<file path="config.mk">
export PLATFORM = sky130hd
export DESIGN_NAME = aes_initial_round
export DESIGN_NICKNAME = d
export VERILOG_FILES = /design/src/common/aes_pkg.sv /design/src/logic/aes_initial_round.sv
export SDC_FILE = /design/constraint.sdc
export NUM_CORES = 1
export LEC_CHECK = 0
export ABC_AREA = 1
export BUFFER_PORTS_ARGS = -buffer_cell sky130_fd_sc_hd__buf_2
export CAP_MARGIN = 40
export CELL_PAD_IN_SITES_DETAIL_PLACEMENT = 2
export CELL_PAD_IN_SITES_GLOBAL_PLACEMENT = 2
export CORE_AREA = 2 2 151 153
export DETAILED_ROUTE_END_ITERATION = 7
export DIE_AREA = 0 0 153 155
export GPL_ROUTABILITY_DRIVEN = 0
export PLACE_DENSITY = 0.84
export RECOVER_POWER = 50
export SLEW_MARGIN = 20
export SYNTH_ARGS = -nofsm -noshare
export SYNTH_HDL_FRONTEND = slang
export SYNTH_SLANG_ARGS = --single-unit
</file>
<file path="constraint.sdc">
create_clock -name clk -period 12.6 [get_ports clk]
set_input_delay 0.63 -clock clk [delete_from_list [all_inputs] [get_ports clk]]
set_output_delay 0.63 -clock clk [all_outputs]
set_load 0.03 [all_outputs]
</file>
<file path="src/common/aes_pkg.sv">
package aes_pkg;

    // one state byte, one column, one full state or round key
    typedef logic [7:0] byte_t;
    typedef logic [31:0] word_t;

    // column-major, byte 0 (row 0, column 0) in the top bits
    typedef logic [127:0] block_t;

    localparam int AES128_ROUNDS = 10;

    // multiply by x modulo x^8 + x^4 + x^3 + x + 1
    function automatic byte_t xtime(byte_t a);
        return {a[6:0], 1'b0} ^ (a[7] ? 8'h1b : 8'h00);
    endfunction

    // shift-and-add product in GF(2^8)
    function automatic byte_t gf_mul(byte_t a, byte_t b);
        byte_t acc;
        byte_t p;
        acc = '0;
        p = a;
        for (int i = 0; i < 8; i++)
        begin
            if (b[i])
                acc = acc ^ p;
            p = xtime(p);
        end
        return acc;
    endfunction

    // inverse as a^254, zero maps to zero
    function automatic byte_t gf_inv(byte_t a);
        byte_t result;
        byte_t p;
        result = 8'h01;
        p = a;
        // accumulate a^2 * a^4 * ... * a^128
        for (int i = 1; i < 8; i++)
        begin
            p = gf_mul(p, p);
            result = gf_mul(result, p);
        end
        return result;
    endfunction

    // inverse then affine transform with constant 0x63
    function automatic byte_t sbox(byte_t a);
        byte_t b;
        b = gf_inv(a);
        return b
            ^ {b[6:0], b[7]}
            ^ {b[5:0], b[7:6]}
            ^ {b[4:0], b[7:5]}
            ^ {b[3:0], b[7:4]}
            ^ 8'h63;
    endfunction

    function automatic block_t sub_bytes(block_t blk);
        block_t result;
        for (int n = 0; n < 16; n++)
        begin
            result[127 - 8 * n -: 8] = sbox(blk[127 - 8 * n -: 8]);
        end
        return result;
    endfunction

    // row r rotates left by r, byte (r, c) takes byte (r, c + r)
    function automatic block_t shift_rows(block_t blk);
        block_t result;
        int src;
        for (int c = 0; c < 4; c++)
        begin
            for (int r = 0; r < 4; r++)
            begin
                src = 4 * ((c + r) % 4) + r;
                result[127 - 8 * (4 * c + r) -: 8] = blk[127 - 8 * src -: 8];
            end
        end
        return result;
    endfunction

    // fixed matrix 02 03 01 01 / 01 02 03 01 / 01 01 02 03 / 03 01 01 02
    function automatic block_t mix_columns(block_t blk);
        block_t result;
        word_t col;
        byte_t a0;
        byte_t a1;
        byte_t a2;
        byte_t a3;
        for (int c = 0; c < 4; c++)
        begin
            col = blk[127 - 32 * c -: 32];
            a0 = col[31:24];
            a1 = col[23:16];
            a2 = col[15:8];
            a3 = col[7:0];
            // 03 * a is xtime(a) ^ a
            result[127 - 32 * c -: 32] = {
                xtime(a0) ^ xtime(a1) ^ a1 ^ a2 ^ a3,
                a0 ^ xtime(a1) ^ xtime(a2) ^ a2 ^ a3,
                a0 ^ a1 ^ xtime(a2) ^ xtime(a3) ^ a3,
                xtime(a0) ^ a0 ^ a1 ^ a2 ^ xtime(a3)
            };
        end
        return result;
    endfunction

endpackage

</file>
<file path="src/logic/aes_initial_round.sv">
`timescale 1ns/1ps

module aes_initial_round (
    input  logic           clk,
    input  logic           rst_n,
    input  logic           in_valid,
    output logic           in_ready,
    input  aes_pkg::block_t in_block,
    input  aes_pkg::block_t round_key,
    output logic           out_valid,
    input  logic           out_ready,
    output aes_pkg::block_t out_block
);

    logic            full_q;
    aes_pkg::block_t block_q;
    aes_pkg::block_t next_block;

    // pre-round whitening only
    assign next_block = in_block ^ round_key;

    // free slot, or the held block leaves this cycle
    assign in_ready = !full_q || out_ready;

    always_ff @(posedge clk)
    begin
        if (!rst_n)
            full_q <= 1'b0;
        else if (in_ready)
            full_q <= in_valid;
    end

    always_ff @(posedge clk)
    begin
        if (in_valid && in_ready)
            block_q <= next_block;
    end

    assign out_valid = full_q;
    assign out_block = block_q;

endmodule

</file>
# Word level (Yosys, flattened, before mapping)
# Index checks and enable logic that the tools add are counted.
# totals
ff_bits	129
output_inout_bits	130
inputBits	260
# op_classes
bitwise_logic	1
reduce_logical	3
# op_table
op	n
bitwise XOR 128 bit	1
logical AND 1 bit	1
logical NOT 1 bit	1
logical OR 1 bit	1

# Logic depth before layout (Yosys ltp)
# logic_depth
word_depth	3
depth_mapped	3
mapped_depth_nobuf	3

# Least setup slack after synthesis
# Ideal clock, no wire load.
# synth_path
kind	input to register
startpoint	input port in_valid
endpoint	register block_q[0] (netlist: out_block[0]), enable pin
t_required_ns	11.943
arrival_time_ns	6.854
setup_slack_ns	5.089
path_buffers	0
stages	2
setup_ns	0.657
cell_sequence	inv_1 > a21oi_1
# synth_between
elab_chain_len	1
# synth_lines
item	line_no	source
start: declaration	aes_initial_round.sv:6	input logic in_valid,
logical AND 1 bit	aes_initial_round.sv:35	if (in_valid && in_ready)
end signal: assignment	aes_initial_round.sv:36	block_q <= next_block;
end: declaration	aes_initial_round.sv:16	aes_pkg::block_t block_q;
# Every way passes these cells.
# A chain may end at the register's enable or synchronous reset.

# Worst setup path after layout
# layout_path
startpoint	register full_q (netlist: out_valid)
endpoint	register block_q[113] (netlist: out_block[113]), enable pin
# layout_between
elab_chain_len	3
# layout_lines
item	line_no	source
start: declaration	aes_initial_round.sv:15	logic full_q;
start signal: assignment	aes_initial_round.sv:30	full_q <= in_valid;
logical NOT 1 bit	aes_initial_round.sv:23	assign in_ready = !full_q || out_ready;
logical OR 1 bit	aes_initial_round.sv:23	
logical AND 1 bit	aes_initial_round.sv:35	
# Every way passes these cells.

==> flow_summary.yaml <==
run_status:
  status: "complete, but fails checks"
  violations: "capacitance limit, slew limit"
route:
  dr_total_vias: 3787
  wl_mm: 16.8
  wl_per_cell_um: 17.3
  drtIter0Drc: 115
  dr.pass1.iters: 4
  ant_nets: 0
  drc: 0
  viasPerCell: 3.90
floorplan:
  io_pins: 390
  die-area_mm2: 0.0237
  start_util: 0.226
  placement_rows: 55
  die_h_um: 155
  die_w_um: 153
  core_mm2: 0.0222
global_route:
  use_met3: 0.0643
  use_met1: 0.137
  gr-usage-met2: 0.260
  grt_pass1_wl_mm: 24.3
  grt_max_degree: 57
  grt.total_usage: 0.140
  busiest_layer: "met2"
  overflow: 0
  first_global_vias: 4169
  antenna_found_initial: 0
setup_path:
  required_ns: 12.69
  path_buf_inv: 3
  arrival_ns: 4.16
  end_kind: "flip-flop"
  worstSetupPathType: "flip-flop to flip-flop"
  cp_cell_sequence: "a21oi_4 > clkbuf_1 > buf_4 > buf_12"
  worstPathMaxFanout: 56
  start_kind: "flip-flop"
  crit_family: "buffers and inverters"
  crit_path_top_delay_cell: "clkbuf_1"
  max_stage_delay_ns: 2.17
final_layout:
  regArea_mm2: 0.00386
  synthToLayoutAreaGrowth_pct: 56.8
  drive_above_1_share: 0.556
  multi_input_area_mm2: 0.00115
  fill_cells: 2433
  nets: 934
  instances_no_fill: 972
  num_antenna_cells: 0
clock_tree:
  cts_setup_buffers: 0
  cts_sinks: 129
  holdBufCountCts: 0
  cts_tree: "done"
  root_buffer: "clkbuf_16"
  worstSkewPairLatency_ns: 0.41
  post_cts_resized: 0
  cts.path.max_buffers: 2
  clkTransAtPathRegs_ns: 0.06
  cts_buffers: 17
  htreeDepth: 4
synth:
  syn_area_mm2: 0.00502
  syn_nets: 523
  async_reset_ff_frac: 0
  synth-edff-count: 128
  yosys_register_bits: 129
  synthesis.instances: 263
  yosys_most_used_dff: "edfxtp_1"
  synth_common_cells: "128 x edfxtp_1, 128 x xor2_1, 2 x inv_1"
  netlist-cell-type-count: 8
  synth_warnings: 0
  syn_area_per_cell_um2: 19.1
  ys_seq_area_frac: 0.770
  ys_top_cells_by_area: "edfxtp_1 77%, xor2_1 22%, dfxtp_1 0.40%"
  synth_area_leader_cell: "edfxtp_1"
  synth_top_area_share: 0.766
timing:
  grt_setup_unrepaired: "false"
  hold_viol_final: 0
  skew_ns: 0.00908
  slew_violations: 57
  fmax_mhz: 246
  setup_viol: 0
  fin_crit_ns: 4.07
  tightest_slew_ns: 3.08
  min_period_over_period: 0.323
  relSlewSlack: -1.06
  tns_ns: 0
place:
  dp_hpwl_mm: 14.0
  dp_cells: 940
  port_buffers: 389
power:
  power_density_mw_per_mm2: 151
  ir_drop_mv: 0.0710
  p_leak_nw: 3.51
hold_path:
  min_path_type: "primary input to flip-flop"
run:
  maxCapViolCount: 1
## per-stage QoR
step	hold slack (ns)	setup WS [ns]	instance area (um2)	utilization	total power [mW]
floorplan	0.737	5.09	5020	-	0.643
global placement	0.509	9.85	7350	0.330	0.731
detailed placement	0.543	9.82	7370	0.331	0.740
CTS	0.442	10.21	7920	0.356	1.22
global route	0.442	8.10	7860	0.354	1.24
finish	0.464	8.53	7860	0.354	1.19
## registers in the layout, indices dropped and copies added, names as in the netlist
name,count
out_block,128
out_valid,1
## logic make-up after synthesis
family                 count (synthesis)  synth area share
XOR/XNOR                             128             0.223
AND/OR/NAND/NOR                        1           0.00125
AO/OA/AOI/OAI                          2           0.00274
buffers and inverters                  3           0.00224
flip-flops                           129             0.770
## area by class of cell
| class | instances | share of cell area |
|---|---|---|
| flip-flops and latches | 129 | 0.491 |
| inverters | 3 | 0.00143 |
| multi-input cells | 131 | 0.146 |
| clock inverters | 15 | 0.0169 |
| repair buffers | 392 | 0.245 |
| well taps | 285 | 0.0453 |
| clock buffers | 17 | 0.0541 |
## worst register-to-register path, cell delays in order (launching register included)
cell and delay (ns):
dfxtp_1 0.35, a21oi_4 0.15, clkbuf_1 2.17, buf_4 0.76, buf_12 0.30
## power by group
part / internal (mW) / switching (mW)
Combinational: 0.0656 / 0.131
Clock: 0.273 / 0.191
Sequential: 0.519 / 0.00867
Total: 0.857 / 0.331
## cells in the final DEF (no fill, tap or decap)
master,instances
buf_1,1
inv_1,2
clkbuf_16,17
clkinvlp_4,3
edfxtp_1,128
nand2_1,1
buf_4,1
a21oi_2,1
clkbuf_1,43
inv_2,1
bufinv_16,1
buf_2,346
dfxtp_1,1
xor2_1,128
a21oi_4,1
clkinv_2,3
clkinv_1,1
buf_12,1
clkinv_4,3
inv_6,4
## final timing paths
kind                                 from             end  slack [ns]  cells past startpoint
worst min-delay path                rst_n       out_valid        0.46                      3
worst min register to register  out_valid       out_valid        0.57                      2
worst max register to register  out_valid  out_block[113]        8.53                      4
worst max-delay path            out_valid  out_block[113]        8.53                      4
## routing by layer
metal / up-vias / share of wire
met4: 0 / 0.011
met3: 11 / 0.10
met1: 1779 / 0.34
li1: 1757 / -
met5: - / 0
met2: 240 / 0.55
(Power assumes the default switching activity.)
